## src/rtl/lab_pkg.sv

```systemverilog
`default_nettype none

package lab_pkg;

    // experiment picked by sw[15:14]
    typedef enum logic [1:0] {
        mode_alu    = 2'd0,
        mode_shift  = 2'd1,
        mode_encode = 2'd2,
        mode_random = 2'd3
    } lab_mode_e;

    // alu opcodes on sw[10:8]
    typedef enum logic [2:0] {
        op_add = 3'd0,
        op_sub = 3'd1,
        op_not = 3'd2,
        op_and = 3'd3,
        op_or  = 3'd4,
        op_xor = 3'd5,
        op_lt  = 3'd6,
        op_eq  = 3'd7
    } alu_op_e;

    typedef struct packed {
        logic [3:0] result;
        logic       zero;
        logic       ovfl;
        logic       carry;
    } alu_result_t;

    typedef struct packed {
        logic [7:0] din;
        logic [2:0] shamt;
        logic       lr;     // 1 = left
        logic       al;     // 1 = arithmetic
    } shift_req_t;

    typedef struct packed {
        logic [2:0] index;
        logic       valid;
    } encode_result_t;

    // active low, every segment and dp dark
    localparam logic [7:0] seg_blank = 8'hff;

    // reload value when the generator state is all zeros
    localparam logic [7:0] lfsr_seed = 8'h01;

endpackage

`default_nettype wire
```

## src/rtl/lab_board.sv

```systemverilog
`timescale 1ns/10ps
`default_nettype none

module lab_board import lab_pkg::*; (
    input  logic        btn,
    input  logic        arst_n,
    input  logic [15:0] sw,
    output logic [15:0] ledr,
    output logic [7:0]  seg0,
    output logic [7:0]  seg1
);

    lab_mode_e      mode;
    alu_op_e        alu_op;
    alu_result_t    alu_res;
    shift_req_t     shift_req;
    logic [7:0]     shift_out;
    encode_result_t enc_res;
    logic           rnd_en;
    logic [7:0]     rnd_next;

    logic [7:0]     disp_d;
    logic [7:0]     disp_q;
    logic           disp_vld;
    logic [7:0]     seg_lo;
    logic [7:0]     seg_hi;

    // switch fields
    assign mode   = lab_mode_e'(sw[15:14]);
    assign alu_op = alu_op_e'(sw[10:8]);
    assign rnd_en = (mode == mode_random);

    assign shift_req = '{
        din:   sw[7:0],
        shamt: sw[13:11],
        lr:    sw[10],
        al:    sw[9]
    };

    lab_alu u_alu (
        .a      (sw[3:0]),
        .b      (sw[7:4]),
        .op     (alu_op),
        .result (alu_res)
    );

    barrel_shifter u_shifter (
        .req  (shift_req),
        .dout (shift_out)
    );

    priority_encoder u_encoder (
        .src    (sw[7:0]),
        .en     (sw[8]),
        .result (enc_res)
    );

    // held while another experiment is shown
    lfsr_random u_random (
        .btn        (btn),
        .arst_n     (arst_n),
        .en         (rnd_en),
        .state      (),
        .state_next (rnd_next)
    );

    always_comb begin
        unique case (mode)
            mode_alu: begin
                disp_d = {alu_res.result, 1'b0, alu_res.carry, alu_res.ovfl, alu_res.zero};
            end
            mode_shift: begin
                disp_d = shift_out;
            end
            mode_encode: begin
                disp_d = {3'b000, enc_res.valid, 1'b0, enc_res.index};
            end
            mode_random: begin
                // same edge loads the generator, so show its next value
                disp_d = rnd_next;
            end
            default: begin
                disp_d = 8'h00;
            end
        endcase
    end

    always_ff @(posedge btn or negedge arst_n) begin
        if (!arst_n) begin
            disp_q   <= 8'h00;
            disp_vld <= 1'b0;
        end else begin
            disp_q   <= disp_d;
            disp_vld <= 1'b1;
        end
    end

    hex_segment u_seg_lo (
        .num (disp_q[3:0]),
        .led (seg_lo)
    );

    hex_segment u_seg_hi (
        .num (disp_q[7:4]),
        .led (seg_hi)
    );

    // digits dark until the first edge
    assign ledr = {8'h00, disp_q};
    assign seg0 = disp_vld ? seg_lo : seg_blank;
    assign seg1 = disp_vld ? seg_hi : seg_blank;

endmodule

`default_nettype wire

```

## src/rtl/hex_segment.sv

```systemverilog
`timescale 1ns/10ps
`default_nettype none

module hex_segment (
    input  logic [3:0] num,
    output logic [7:0] led
);

    // active low, bit 7 is the dp and stays high
    always_comb begin
        unique case (num)
            4'h0: led = 8'hc0;
            4'h1: led = 8'hf9;
            4'h2: led = 8'ha4;
            4'h3: led = 8'hb0;
            4'h4: led = 8'h99;
            4'h5: led = 8'h92;
            4'h6: led = 8'h82;
            4'h7: led = 8'hf8;
            4'h8: led = 8'h80;
            4'h9: led = 8'h90;
            4'ha: led = 8'h88;
            4'hb: led = 8'h83;
            4'hc: led = 8'hc6;
            4'hd: led = 8'ha1;
            4'he: led = 8'h86;
            4'hf: led = 8'h8e;
            default: led = 8'hff;
        endcase
    end

endmodule

`default_nettype wire

```

## src/rtl/lfsr_random.sv

```systemverilog
`timescale 1ns/10ps
`default_nettype none

module lfsr_random import lab_pkg::*; (
    input  logic       btn,
    input  logic       arst_n,
    input  logic       en,
    output logic [7:0] state,
    output logic [7:0] state_next
);

    logic feedback;

    // taps 4,3,2,0 shifted in at the top
    assign feedback = state[4] ^ state[3] ^ state[2] ^ state[0];

    always_comb begin
        if (state == 8'h00) begin
            state_next = lfsr_seed;
        end else begin
            state_next = {feedback, state[7:1]};
        end
    end

    always_ff @(posedge btn or negedge arst_n) begin
        if (!arst_n) begin
            state <= 8'h00;
        end else if (en) begin
            state <= state_next;
        end
    end

endmodule

`default_nettype wire

```

## src/rtl/priority_encoder.sv

```systemverilog
`timescale 1ns/10ps
`default_nettype none

module priority_encoder import lab_pkg::*; (
    input  logic [7:0]     src,
    input  logic           en,
    output encode_result_t result
);

    logic [2:0] top_bit;
    logic       any_set;

    assign any_set = |src;

    // last hit wins, so the highest set bit decides
    always_comb begin
        top_bit = 3'd0;
        for (int i = 0; i < 8; i++) begin
            if (src[i]) begin
                top_bit = 3'(i);
            end
        end
    end

    always_comb begin
        result.valid = en & any_set;
        result.index = result.valid ? top_bit : 3'd0;
    end

endmodule

`default_nettype wire

```

## src/rtl/barrel_shifter.sv

```systemverilog
`timescale 1ns/10ps
`default_nettype none

module barrel_shifter import lab_pkg::*; (
    input  shift_req_t req,
    output logic [7:0] dout
);

    logic       fill;
    logic [7:0] stage1;
    logic [7:0] stage2;
    logic [7:0] stage4;

    // sign fill only on arithmetic right shifts
    assign fill = ~req.lr & req.al & req.din[7];

    always_comb begin
        stage1 = req.din;
        if (req.shamt[0]) begin
            stage1 = req.lr ? {req.din[6:0], 1'b0} : {fill, req.din[7:1]};
        end

        stage2 = stage1;
        if (req.shamt[1]) begin
            stage2 = req.lr ? {stage1[5:0], 2'b00} : {{2{fill}}, stage1[7:2]};
        end

        stage4 = stage2;
        if (req.shamt[2]) begin
            stage4 = req.lr ? {stage2[3:0], 4'h0} : {{4{fill}}, stage2[7:4]};
        end
    end

    assign dout = stage4;

endmodule

`default_nettype wire

```

## src/rtl/lab_alu.sv

```systemverilog
`timescale 1ns/10ps
`default_nettype none

module lab_alu import lab_pkg::*; (
    input  logic [3:0]  a,
    input  logic [3:0]  b,
    input  alu_op_e     op,
    output alu_result_t result
);

    logic [4:0] add_sum;
    logic [4:0] sub_sum;
    logic [3:0] b_inv;
    logic       add_ovfl;
    logic       sub_ovfl;

    assign b_inv = ~b;

    // both paths one bit wider to catch the carry
    assign add_sum = {1'b0, a} + {1'b0, b};
    assign sub_sum = {1'b0, a} + {1'b0, b_inv} + 5'd1;

    // same operand signs, result sign flipped
    assign add_ovfl = (a[3] == b[3]) && (add_sum[3] != a[3]);
    assign sub_ovfl = (a[3] == b_inv[3]) && (sub_sum[3] != a[3]);

    always_comb begin
        result = '0;
        unique case (op)
            op_add: begin
                result.result = add_sum[3:0];
                result.carry  = add_sum[4];
                result.ovfl   = add_ovfl;
            end
            op_sub: begin
                result.result = sub_sum[3:0];
                result.carry  = sub_sum[4];
                result.ovfl   = sub_ovfl;
            end
            op_not: begin
                result.result = ~a;
            end
            op_and: begin
                result.result = a & b;
            end
            op_or: begin
                result.result = a | b;
            end
            op_xor: begin
                result.result = a ^ b;
            end
            op_lt: begin
                // signed compare
                result.result = ($signed(a) < $signed(b)) ? 4'd1 : 4'd0;
            end
            op_eq: begin
                result.result = (a == b) ? 4'd1 : 4'd0;
            end
            default: begin
                result.result = 4'd0;
            end
        endcase
        result.zero = (result.result == 4'd0);
    end

endmodule

`default_nettype wire

```

## config.mk

```make
export PLATFORM = sky130hd
export DESIGN_NAME = lab_board
export DESIGN_NICKNAME = d
export VERILOG_FILES = /design/src/rtl/lab_pkg.sv /design/src/rtl/lab_board.sv /design/src/rtl/hex_segment.sv /design/src/rtl/lfsr_random.sv /design/src/rtl/priority_encoder.sv /design/src/rtl/barrel_shifter.sv /design/src/rtl/lab_alu.sv
export SDC_FILE = /design/constraint.sdc
export NUM_CORES = 1
export LEC_CHECK = 0
export BUFFER_PORTS_ARGS = -buffer_cell sky130_fd_sc_hd__buf_2
export CELL_PAD_IN_SITES_DETAIL_PLACEMENT = 1
export CELL_PAD_IN_SITES_GLOBAL_PLACEMENT = 1
export CORE_ASPECT_RATIO = 1.5
export CORE_MARGIN = 5
export CORE_UTILIZATION = 42
export DETAILED_ROUTE_END_ITERATION = 8
export PLACE_DENSITY_LB_ADDON = 0.1
export SYNTH_ARGS = -nofsm -noshare
export SYNTH_HDL_FRONTEND = slang
export SYNTH_SLANG_ARGS = --single-unit
export TNS_END_PERCENT = 30
```

## constraint.sdc

```tcl
create_clock -name btn -period 1.6 [get_ports btn]
set_input_delay 0.16 -clock btn [delete_from_list [all_inputs] [get_ports btn]]
set_output_delay 0.16 -clock btn [all_outputs]
set_load 0.05 [all_outputs]
```

======== Word-level counts from Yosys, hierarchy flattened ========
Memory sizes are Yosys's and may differ from the RTL's.
Cells that the tools add are included.
storage, ports and cells
  ROM bits ................................ 224
  input bits .............................. 18
  memories ................................ 2
  flip-flop bits (word level) ............. 17
  output and inout port bits .............. 32
  logic and storage cells ................. 65
memories
  name              words  bits a word  rd ports  clocked after Yosys merged registers in  write ports  RTL line           text
  (name not given)  16     7            1         0                                        0            hex_segment.sv:11  unique case (num)
  (name not given)  16     7            1         0                                        0            hex_segment.sv:11
cells by class
  reduce and logical (&&, ||, !) cells .... 7
  magnitude comparators ................... 1
  bitwise logic cells ..................... 12
  add/subtract/negate cells ............... 3
  eq/ne operators ......................... 15
  multiplexer cells ....................... 22
operator list
  cell                                                 count
  2-to-1 mux 8 bit                                     9
  one-hot mux 4 bit (8 select lines)                   1
  one-hot mux 8 bit (4 select lines)                   1
  2-to-1 mux 3 bit                                     5
  equality test 3 bit, second input constant           4
  adder 4 x 4 -> 5 bit                                 2
  zero test 8 bit                                      1
  NOT 4 bit                                            2
  OR reduction 8 bit                                   1
  equality test 3 x 2 -> 1 bit, second input constant  2
  adder 5 x 1 -> 5 bit, second input constant          1
  AND 4 bit                                            1
  equality test 2 bit, second input constant           2
  equality test 4 bit                                  1
  zero test 4 bit                                      1
  less-than comparator 4 bit                           1
  2-to-1 mux 2 bit                                     2
  OR 4 bit                                             1
  one-hot mux 2 bit (2 select lines)                   1
  bitwise XOR 4 bit                                    1
  AND 1 bit                                            3
  equality test 3 x 1 -> 1 bit, second input constant  1
  zero test 3 bit                                      1
  2-to-1 mux 1 bit                                     3
  other kinds (7)                                      12

======== Longest topological paths before layout ========
Gate-level depths: netlist (run 1).
  depth in word-level cells ............... 10
  gate-level depth with buffers ........... 9
  mapped depth without buffers ............ 9

======== Hierarchy ========
A second synthesis (run 1) with hierarchy kept.
second synthesis, totals
  cell total of the unflattened synthesis .. 343
  area, all modules ....................... 2821.5 sq um
modules (own cells, without submodules)
  module            seq. area each (sq um)  cells each  area each (sq um)  times used
  lab_alu           0.0                     96          675.6              1
  lab_board         225.2                   51          583.1              1
  hex_segment       0.0                     34          286.5              2
  barrel_shifter    0.0                     85          539.3              1
  lfsr_random       200.2                   29          371.6              1
  priority_encoder  0.0                     14          78.8               1

======== Worst setup path before layout (run 1) ========
No wires, ideal clock.
  path kind ............................... flip-flop to output port
  start ................................... reg disp_q[4]
  end ..................................... out seg1[4]
  arrival ................................. 2914 ps
  slack ................................... -1474 ps
  path buffers ............................ 0
  cell stages (with the launch flop) ...... 4
  data required time ...................... 1440 ps
  cell sequence ........................... dfrtp_1 inv_1 ha_1 o311ai_0
on the way
  cells in the longest elaborated chain, start to end .. 2
RTL lines
  what                      RTL line          text
  start: declaration        lab_board.sv:23   logic [7:0] disp_q;
  start signal: assignment  lab_board.sv:93   disp_q <= disp_d;
  memory (16 x 7 bit)       --
  2-to-1 mux 8 bit          lab_board.sv:111  assign seg1 = disp_vld ? seg_hi : seg_blank;
  end: declaration          lab_board.sv:10   output logic [7:0] seg1
No other way between the ends.

======== Worst setup path in the final report (run 1) ========
  start ................................... reg disp_q[5]
  end ..................................... out seg1[3]
Same word-level chain as after synthesis.

==> reports/summary.txt, run 1 <==
CP max FO: 5
Initial Utilization: 0.428
Highest Clock Rate: 509 MHz
Maximum vdd drop: 0.288 mV
First-pass GRT wire length: 15.3 mm
Total number of vias: 3012
EDFF count, synth: 0
Port Buf Inserts: 39
Source of the worst register-to-register timing path: u_random.state[4]
Number of maximum-capacitance violations: 0
Share of total power in the clock network: 0.098
Violated checks: negative setup slack
Gr usage total: 0.242
Count of different cell masters after synthesis: 58
Origin of the worst min-delay path: sw[15]
Antenna diode count: 0
H-tree depth: 1
TritonCTS clock tree: done
Worst min path class: primary input to flip-flop
Maximum number of pins on one net before global-route repair: 26
Setup crit end kind: output pin
Hold path cells: 3
FFs w/ async S/R, synth: 1.00
Critical path required time: 1.44 ns
Status: finished, violations left
Warnings, synthesis: 0
Detailed-routing iteration count for the pre-antenna-repair pass: 4
Total placed cells including tap cells: 506
Clock Skew: 0.00531 ns
Instance count of the mapped netlist: 339
Fraction of layout cells with a size suffix above 1: 0.425
Antenna violations before repair: 0
Clk Tree Root Cell: clkbuf_8
Netlist area before placement: 0.00263 mm2
R2R Path End: disp_q[0]
Setup total negative slack: -3.24 ns
Die boundary height: 107 um
Layout Area Growth over Synthesis: 43.9%
Layout Cells excl Fill: 516
Most used cells in the layout excluding fill and tap cells: buf_4 (82), nand2_1 (28), buf_2 (23), a21oi_1 (20), inv_1 (19)
Total number of placement rows: 35
Fin nets: 487
Number of failing hold endpoints at the final stage: 0
CTS Buf Count: 3
Startpoint-to-endpoint class of the critical path: flip-flop to output pin
Number of cell instances on the worst register-to-register path: 5
Count of nets left with antenna violations after detail routing: 0
Number of endpoints failing setup at the final stage: 18
Reg-to-reg setup timing slack: 0.12 ns
Shortest clock period the worst path allows after layout: 1.96 ns
Startpoint kind of the worst setup timing path: flip-flop
Hold Crit Endpoint: u_random.state[3]
Total number of clock tree sinks: 17
Total grt overflow: 0
Switching share of power: 0.491
#FFs+latches synth: 17
Final Wtd Congestion: 0.848
Area of the die: 0.00797 mm2
Setup ws final: -0.365 ns
HPWL Detailed: 7.75 mm
Horizontal die dimension: 74.6 um
Predominant post-synthesis flop cell: dfrtp_1
Final cycle utilization of the critical path: 1.23
Static Leak: 0.00172 uW
Wire length reported by the detailed router: 9.55 mm
Final slew viol count: 0
First DRT Iteration DRCs: 89
Core outline area: 0.00613 mm2
Setup repair after global routing missed its margin: yes
CTS Buffer Depth: 2
Seq pwr share: 0.217
Number of global-route vias before repair: 3155
Clock-pin slew on the worst setup and hold paths: 0.07 ns
Total power divided by cell area: 899 mW/mm2
Sequential cell area fraction in the yosys report: 0.162
Avg Vias per Cell: 5.84
Clock latency on the worst-skew pair: 0.26 ns
DRC Markers: 0
Sw Pwr: 1670 uW
Avg Inst Size Synth: 7.75 um2
Most common library cell in the layout ignoring fill and taps: buf_4
Signal arrival time at the worst endpoint: 1.80 ns
Per-cell routed wire length: 18.5 um
I/O pin cnt: 50
Power consumption: 3400 uW
Internal power: 1730 uW
Relative contribution of combinational cells to total power: 0.685
logic make-up after synthesis:
group	Yosys count	synth area share
adders and majority gates	26	0.130
other	2	0.00286
and+or+nand+nor	93	0.171
DFF	17	0.162
buffers and inverters	63	0.116
xor gates and xnor gates	5	0.0167
muxes	25	0.118
AOI/OAI and AO/OA	108	0.285
cell usage after synthesis, drive strengths merged (2+ instances only):
| master | n | share of area |
|---|---|---|
| inv | 31 | 0.045 |
| nand2 | 31 | 0.044 |
| ha | 24 | 0.11 |
| buf | 22 | 0.056 |
| a21oi | 21 | 0.040 |
| o21ai | 19 | 0.036 |
| o211ai | 18 | 0.051 |
| dfrtp | 17 | 0.16 |
| nor2 | 17 | 0.024 |
| mux2i | 14 | 0.053 |
| nand3 | 12 | 0.023 |
| clkbuf | 10 | 0.014 |
| mux2 | 7 | 0.030 |
| nand2b | 7 | 0.017 |
| a211oi | 6 | 0.017 |
| a21boi | 6 | 0.017 |
| nor2b | 6 | 0.014 |
| nor3 | 6 | 0.011 |
| a21o | 5 | 0.014 |
| xnor2 | 5 | 0.017 |
| mux4 | 4 | 0.034 |
| o311ai | 4 | 0.013 |
| a2111oi | 3 | 0.010 |
| a211o | 3 | 0.010 |
| o2111ai | 3 | 0.010 |
| or3 | 3 | 0.0071 |
| a2bb2oi | 2 | 0.0091 |
| a31oi | 2 | 0.0048 |
| a32oi | 2 | 0.0067 |
| conb | 2 | 0.0029 |
| fa | 2 | 0.015 |
| nor4 | 2 | 0.0048 |
| o22ai | 2 | 0.0048 |
| o32ai | 2 | 0.0067 |
| or2 | 2 | 0.0048 |
| or4 | 2 | 0.0057 |
critical path: stages (launching register included):
cell and delay, ns:
dfrtp_2 0.43, inv_4 0.07, ha_4 0.27, inv_2 0.03
mux4_2 0.45, inv_2 0.07, nand2_2 0.06, buf_6 0.17
metrics by stage:
| stage | utilization | hold WS, ns | area [um2] | setup WS [ns] |
|---|---|---|---|---|
| floorplan | - | -0.136 | 2760 | -0.350 |
| CTS | 0.606 | 0.305 | 3710 | -0.374 |
| global route | 0.617 | 0.336 | 3780 | -0.410 |
| detailed placement | 0.563 | 0.0954 | 3450 | -0.570 |
| global placement | 0.563 | 0.0898 | 3450 | -0.504 |
| finish | 0.617 | 0.316 | 3780 | -0.365 |
worst max path at each step:
| stage | startpoint | end | slack (ns) | cells past startpoint |
|---|---|---|---|---|
| after floorplan | disp_q[4] | seg1[1] | -0.35 | 4 |
| after global placement | sw[0] | disp_q[5] | -0.50 | 9 |
| after detailed placement | sw[0] | disp_q[5] | -0.57 | 9 |
| after CTS | disp_q[0] | seg0[3] | -0.37 | 7 |
| after global routing | disp_q[0] | seg0[3] | -0.41 | 7 |
| final | disp_q[5] | seg1[3] | -0.36 | 7 |
flip-flops by register name, indices dropped and copies added (netlist names):
| signal | count |
|---|---|
| disp_q | 8 |
| disp_vld | 1 |
| u_random.state | 8 |
routing by layer:
layer,track usage,vias to the layer above,part of all wire
met1,0.246,1467,0.35
met4,0.0878,0,0.037
met5,0,-,0
met2,0.486,97,0.58
li1,-,1418,-
met3,0.0150,30,0.035
power groups by stage:
stage	sequential, uW	clock [uW]	combinational, uW
after global placement	735	0	1980
final	739	331	2330
after global routing	762	353	2480
after CTS	734	333	2260
after detailed placement	741	0	2050
after floorplan	835	0	1260
area by class of cell:
cell class	instances	area (um2)
fill	753	2350
multi-input combinational	268	2130
timing repair buffer	122	941
sequential	17	437
inverter	31	134
tap	74	92.6
clock buffer	3	41.3
clock inverter	1	5.00
what timing repair did:
item / in CTS / in global routing
endpoints found under the setup margin: 21 / 21
setup buffers: 4 / 3
resized for setup: 58 / 15
hold buffers: 1 / 0
hold endpoints to repair: 17 / 0
pin swaps: 18 / 8
(Power assumes the default switching activity.)
==> run 2, diff against run 1 <==
- SETUP_SLACK_MARGIN: not set -> 0.4
==> run 2 against run 1 <==
  * The run still ends with negative setup slack left
  * Highest routed layer unchanged
  * First-iteration DRC count rose by 67%
  * Largest power group unchanged
  * Flip-flop and latch count unchanged
  * Register-to-register slack got worse by 0.03 ns
  * Die area unchanged
  * Global-route usage grew 2.0 points
  * Routed wire length is 20% higher
==> reports/summary.txt, run 2 (same netlist as run 1, synthesis figures left out) <==
Total number of clock tree sinks: 17 (unchanged)
Setup ws final: -0.364 ns (was -0.365 ns)
R2R Path End: disp_q[0] (unchanged)
H-tree depth: 1 (unchanged)
Worst min path class: primary input to flip-flop (unchanged)
Total number of placement rows: 35 (unchanged)
Total grt overflow: 0 (unchanged)
Hold path cells: 3 (unchanged)
Die boundary height: 107 um (unchanged)
Setup crit end kind: output pin (unchanged)
DRC Markers: 0 (unchanged)
Number of cell instances on the worst register-to-register path: 5 (unchanged)
CP max FO: 4 (was 5)
Clock-pin slew on the worst setup and hold paths: 0.07 ns (about the same)
Number of global-route vias before repair: 3282 (was 3155)
Largest registers in the final layout: disp_q (8), u_random.state (8), disp_vld (1) (unchanged)
I/O pin cnt: 50 (unchanged)
Number of endpoints failing setup at the final stage: 20 (was 18)
CTS Buf Count: 3 (unchanged)
Clk Tree Root Cell: clkbuf_8 (unchanged)
Highest Clock Rate: 509 MHz (about the same)
Antenna violations before repair: 0 (unchanged)
First DRT Iteration DRCs: 149 (was 89)
Number of maximum-capacitance violations: 0 (unchanged)
Maximum vdd drop: 0.433 mV (was 0.288 mV)
Count of nets left with antenna violations after detail routing: 0 (unchanged)
Initial Utilization: 0.428 (unchanged)
Violated checks: negative setup slack (unchanged)
TritonCTS clock tree: done (unchanged)
Most used cells in the layout excluding fill and tap cells: buf_4 (85), nand2_1 (28), buf_6 (19), a21oi_1 (18), o211ai_1 (18) (was buf_4 (82), nand2_1 (28), buf_2 (23), a21oi_1 (20), inv_1 (19))
First-pass GRT wire length: 16.4 mm (was 15.3 mm)
Clock latency on the worst-skew pair: 0.24 ns (was 0.26 ns)
Setup total negative slack: -3.59 ns (was -3.24 ns)
Worst Tran Pin Value: 0.542 ns
Wire length reported by the detailed router: 11.5 mm (was 9.55 mm)
Hold Crit Endpoint: disp_q[1] (was u_random.state[3])
Core outline area: 0.00613 mm2 (unchanged)
Fin nets: 489 (was 487)
Area of the die: 0.00797 mm2 (unchanged)
Detailed-routing iteration count for the pre-antenna-repair pass: 4 (unchanged)
Startpoint kind of the worst setup timing path: flip-flop (unchanged)
Port Buf Inserts: 39 (unchanged)
Gr usage total: 0.261 (was 0.242)
Total power divided by cell area: 897 mW/mm2 (was 899 mW/mm2)
Final Wtd Congestion: 0.852 (was 0.848)
Critical path required time: 1.44 ns (about the same)
Post-layout utilization of the core: 0.660 (was 0.617)
Clock Skew: 0.00487 ns (was 0.00531 ns)
Reg-to-reg setup timing slack: 0.09 ns (was 0.12 ns)
Setup repair after global routing missed its margin: yes (unchanged)
Signal arrival time at the worst endpoint: 1.80 ns (about the same)
Startpoint-to-endpoint class of the critical path: flip-flop to output pin (unchanged)
Status: finished, violations left (unchanged)
Static Leak: 0.00176 uW (was 0.00172 uW)
Worst hold margin: 0.362 ns (was 0.316 ns)
Final cycle utilization of the critical path: 1.23 (about the same)
Origin of the worst min-delay path: sw[15] (unchanged)
Most common library cell in the layout ignoring fill and taps: buf_4 (unchanged)
Horizontal die dimension: 74.6 um (unchanged)
Layout Area Growth over Synthesis: 54.1% (was 43.9%)
Shortest clock period the worst path allows after layout: 1.96 ns (about the same)
Antenna diode count: 0 (unchanged)
Maximum number of pins on one net before global-route repair: 26 (unchanged)
CTS Buffer Depth: 2 (unchanged)
Fraction of layout cells with a size suffix above 1: 0.489 (was 0.425)
Per-cell routed wire length: 22.2 um (was 18.5 um)
HPWL Detailed: 7.77 mm (was 7.75 mm)
Rel. slew slack: 0.634
Avg Vias per Cell: 6.04 (was 5.84)
Number of failing hold endpoints at the final stage: 0 (unchanged)
Total number of vias: 3130 (was 3012)
Source of the worst register-to-register timing path: u_random.state[2] (was u_random.state[4])
Final slew viol count: 0 (unchanged)
[run 2: cell types whose count changed in the layout (fill, tap and decap cells not counted), sizes merged]
cell	before	now
buf	121	123
clkbuf	3	4
clkinv	1	0
[run 2: per-stage QoR]
stage	setup WS [ns]	power [uW]	cells	area, um2
global route	-0.406	3820	518	4050
floorplan	-0.336	2150	348	2800
detailed placement	-0.539	2830	505	3460
CTS	-0.347	3410	517	3840
global placement	-0.503	2760	505	3460
finish	-0.364	3630	518	4050
[run 2: power breakdown]
group / internal [uW] / switching, uW / total [uW]
sequential: 564 / 181 / 744
clock: 176 / 131 / 307
combinational: 1100 / 1480 / 2580
total: 1840 / 1790 / 3630
[run 2: final cells by class]
type | count | area, um2
Tap cell | 74 | 92.6
Fill cell | 714 | 2080
Inverter | 31 | 146
Multi-Input combinational cell | 268 | 2320
Sequential cell | 17 | 442
Timing Repair Buffer | 124 | 1000
Clock buffer | 4 | 45.0
[run 2: repair_timing]
action                                  CTS  global route
gates resized for setup                  73            60
pin swaps                                22            24
hold buffers                              1             0
hold endpoints to repair                 17             0
endpoints found under the setup margin   28            30
setup buffers                             7             1
[run 2: per-layer routing]
layer / global-route usage / share of wire / wire (um)
met1: 0.263 / 0.34 / 3890
met2: 0.535 / 0.58 / 6720
met3: 0.00844 / 0.035 / 404
met4: 0.0929 / 0.043 / 489
met5: 0 / 0 / 0
[run 2: worst max-delay path by stage]
stage / from / to / slack [ns] / cells after the start
3_3_place_gp: sw[0] / disp_q[5] / -0.50 / 9
2_1_floorplan: sw[2] / disp_q[7] / -0.34 / 8
6_report: disp_q[0] / seg0[3] / -0.36 / 7
3_5_place_dp: sw[0] / disp_q[5] / -0.54 / 9
5_1_grt: disp_q[0] / seg0[3] / -0.41 / 7
4_1_cts: disp_q[0] / seg0[3] / -0.35 / 7
[run 2: worst max-delay path, cell delays in order, from the launching register on]
cell and delay, ns:
dfrtp_4 0.47, inv_4 0.06, ha_4 0.27, inv_2 0.02, mux4_2 0.45, inv_2 0.06, nand2_2 0.05, buf_6 0.16
==> run 3, diff against run 2 <==
- ABC_AREA: not set -> 1
- CORE_UTILIZATION: 42 -> 39
==> run 3 against run 2 <==
  * The flow still finishes with violations (negative setup slack)
  * Non-clock buffer count down 44
  * Flip-flop and latch count unchanged
  * Highest routed layer unchanged
  * Power down 17%
==> reports/summary.txt, run 3 <==
Gr usage total: 0.217 (was 0.261)
Setup total negative slack: -1.12 ns (was -3.59 ns)
Status: finished, violations left (unchanged)
Sequential cell area fraction in the yosys report: 0.166 (was 0.162)
Cell type contributing the most total cell area after synthesis: nand2_1 (was dfrtp_1)
Avg Inst Size Synth: 6.09 um2 (was 7.75 um2)
Clk Tree Root Cell: clkbuf_8 (unchanged)
Predominant post-synthesis flop cell: dfrtp_1 (unchanged)
Highest Clock Rate: 563 MHz (was 509 MHz)
H-tree depth: 1 (unchanged)
Final cycle utilization of the critical path: 1.11 (was 1.23)
CTS Buf Count: 3 (unchanged)
Top-count cell post-synth: nand2_1 (unchanged)
Share of total power in the clock network: 0.104 (was 0.085)
Shortest clock period the worst path allows after layout: 1.78 ns (was 1.96 ns)
Number of failing hold endpoints at the final stage: 0 (unchanged)
Port Buf Inserts: 39 (unchanged)
Clock-pin slew on the worst setup and hold paths: 0.06 ns (was 0.07 ns)
Initial Utilization: 0.397 (was 0.428)
Relative contribution of combinational cells to total power: 0.666 (was 0.710)
HPWL Detailed: 7.53 mm (was 7.77 mm)
Rel. slew slack: 0.592 (was 0.634)
I/O pin cnt: 50 (unchanged)
Final slew viol count: 0 (unchanged)
Most used cells in the layout excluding fill and tap cells: nand2_1 (111), nand3_1 (46), buf_4 (36), inv_1 (32), nor2_1 (28) (was buf_4 (85), nand2_1 (28), buf_6 (19), a21oi_1 (18), o211ai_1 (18))
First DRT Iteration DRCs: 86 (was 149)
Total number of vias: 3036 (was 3130)
Fin nets: 536 (was 489)
Worst min path class: primary input to flip-flop (unchanged)
Horizontal die dimension: 76.1 um (was 74.6 um)
Leading post-synthesis cells by cell area: nand2_1 (18%), dfrtp_1 (17%), ha_1 (12%) (was dfrtp_1 (16%), ha_1 (11%), mux2i_1 (5.3%))
Wire length reported by the detailed router: 9.45 mm (was 11.5 mm)
CP max FO: 4 (unchanged)
Antenna diode count: 0 (unchanged)
Number of global-route vias before repair: 3155 (was 3282)
Signal arrival time at the worst endpoint: 1.62 ns (was 1.80 ns)
Startpoint-to-endpoint class of the critical path: flip-flop to output pin (unchanged)
Total number of clock tree sinks: 17 (unchanged)
TritonCTS clock tree: done (unchanged)
Maximum vdd drop: 0.319 mV (was 0.433 mV)
Area of the die: 0.00831 mm2 (was 0.00797 mm2)
Netlist area before placement: 0.00256 mm2 (was 0.00263 mm2)
Final Wtd Congestion: 0.905 (was 0.852)
Slowest cell on the critical path: dfrtp_2 (was dfrtp_4)
Layout Area Growth over Synthesis: 43.0% (was 54.1%)
Fraction of layout cells with a size suffix above 1: 0.358 (was 0.489)
Pre-CTS setup slack: -0.168 ns (was -0.539 ns)
Setup crit end kind: output pin (unchanged)
Static Leak: 0.00177 uW (was 0.00176 uW)
Switching share of power: 0.518 (was 0.493)
EDFF count, synth: 0 (unchanged)
Largest registers in the final layout: disp_q (8), u_random.state (8), disp_vld (1) (unchanged)
Total power divided by cell area: 827 mW/mm2 (was 897 mW/mm2)
Worst Tran Pin Value: 0.612 ns (was 0.542 ns)
Warnings, synthesis: 0 (unchanged)
Setup ws final: -0.177 ns (was -0.364 ns)
CTS Buffer Depth: 2 (unchanged)
Clock latency on the worst-skew pair: 0.25 ns (was 0.24 ns)
Instance count of the mapped netlist: 420 (was 339)
Core outline area: 0.00644 mm2 (was 0.00613 mm2)
Cell area after placement: 0.00316 mm2 (was 0.00346 mm2)
Number of endpoints failing setup at the final stage: 12 (was 20)
Violated checks: negative setup slack (unchanged)
Sw Pwr: 1570 uW (was 1790 uW)
Power consumption: 3020 uW (was 3630 uW)
Share of the synthesized area in the top cell type: 0.181 (was 0.162)
#FFs+latches synth: 17 (unchanged)
Setup repair after global routing missed its margin: yes (unchanged)
Detailed-routing iteration count for the pre-antenna-repair pass: 4 (unchanged)
Clock Skew: 0.00195 ns (was 0.00487 ns)
Most common library cells after synthesis: nand2_1 (123), nand3_1 (56), inv_1 (46) (was nand2_1 (31), inv_1 (30), ha_1 (24))
Total grt overflow: 0 (unchanged)
Cell Chain, Critical Path: buf_6, ha_4, inv_6, nor3_4, a31oi_1, o211ai_1, buf_4 (was inv_4, ha_4, inv_2, mux4_2, inv_2, nand2_2, buf_6)
Critical path required time: 1.44 ns (about the same)
Avg Vias per Cell: 5.35 (was 6.04)
Internal power: 1460 uW (was 1840 uW)
Final non-filler cell area: 0.00366 mm2 (was 0.00405 mm2)
Maximum number of pins on one net before global-route repair: 18 (was 26)
Count of nets left with antenna violations after detail routing: 0 (unchanged)
DRC Markers: 0 (unchanged)
FFs w/ async S/R, synth: 1.00 (unchanged)
Antenna violations before repair: 0 (unchanged)
Maximum cell stage delay along the critical path: 0.44 ns (was 0.47 ns)
Die boundary height: 109 um (was 107 um)
Seq pwr share: 0.230 (was 0.205)
Per-cell routed wire length: 16.7 um (was 22.2 um)
Number of maximum-capacitance violations: 0 (unchanged)
First-pass GRT wire length: 14.9 mm (was 16.4 mm)
Total number of placement rows: 36 (was 35)
Worst hold margin: 0.256 ns (was 0.362 ns)
Count of different cell masters after synthesis: 35 (was 58)
Startpoint kind of the worst setup timing path: flip-flop (unchanged)
Most common library cell in the layout ignoring fill and taps: nand2_1 (was buf_4)
## run 3: power by group through the flow
stage,combinational [uW],clock [uW],sequential [uW]
finish,2010,315,695
global route,2170,336,714
CTS,1910,315,684
detailed placement,1690,0,682
global placement,1660,0,675
floorplan,1150,0,771
## run 3: logic make-up (layout without fill, tap and decap cells)
logic type,after synthesis,in the layout,share of synthesized area
xor gates and xnor gates,4,4,0.0137
adders and majority gates,26,26,0.133
DFF,17,17,0.166
AOI/OAI and AO/OA,62,62,0.142
buffers and inverters,75,137,0.139
and+or+nand+nor,234,234,0.402
other,2,11,0.00294
## run 3: final cells by class
class                      count  area [um2]
multi-input combinational    337        2180
clock buffer                   4        45.0
timing repair buffer          80         653
inverter                      53         243
sequential                    17         439
tap                           76        95.1
fill                         850        2780
## run 3: path summary, 6_finish.rpt
check                               endpoint               from  slack, ns  cells past startpoint
setup / recovery                     seg1[0]          disp_q[4]      -0.18                      7
hold / removal                     disp_q[3]             sw[13]       0.26                      4
setup reg to reg                   disp_q[0]  u_random.state[2]       0.40                      7
hold reg to reg            u_random.state[6]  u_random.state[6]       0.56                      2
max in group asynchronous          disp_q[1]             arst_n       0.93                      2
min in group asynchronous  u_random.state[7]             arst_n       0.37                      2
## run 3: per-stage QoR
stage                     std cells  utilization
after floorplan                 429            -
after detailed placement        560        0.491
final                           567        0.568
after global routing            567        0.568
after global placement          560        0.491
after CTS                       567        0.547
## run 3: what timing repair did
action / CTS / global route
setup buffers: 2 / 0
gates resized for setup: 86 / 38
setup endpoints to repair: 25 / 27
endpoints found under the hold margin: 17 / 0
pin swaps: 43 / 47
hold buffers: 1 / 0
## run 3: worst max-delay path: cells and delay by family (launching register included)
family | cells | cell delay, ns
AO/OA/AOI/OAI | 2 | 0.30
adder cells (fa/ha/maj) | 1 | 0.16
buffers and inverters | 3 | 0.43
flip-flops | 1 | 0.44
AND/OR/NAND/NOR | 1 | 0.04
## run 3: metal layers
layer	routed length (um)	vias to the layer above	global-route usage
li1	-	1501	-
met1	3460	1447	0.212
met2	5470	65	0.463
met3	247	23	0.0165
met4	283	0	0.0725
met5	0	-	0
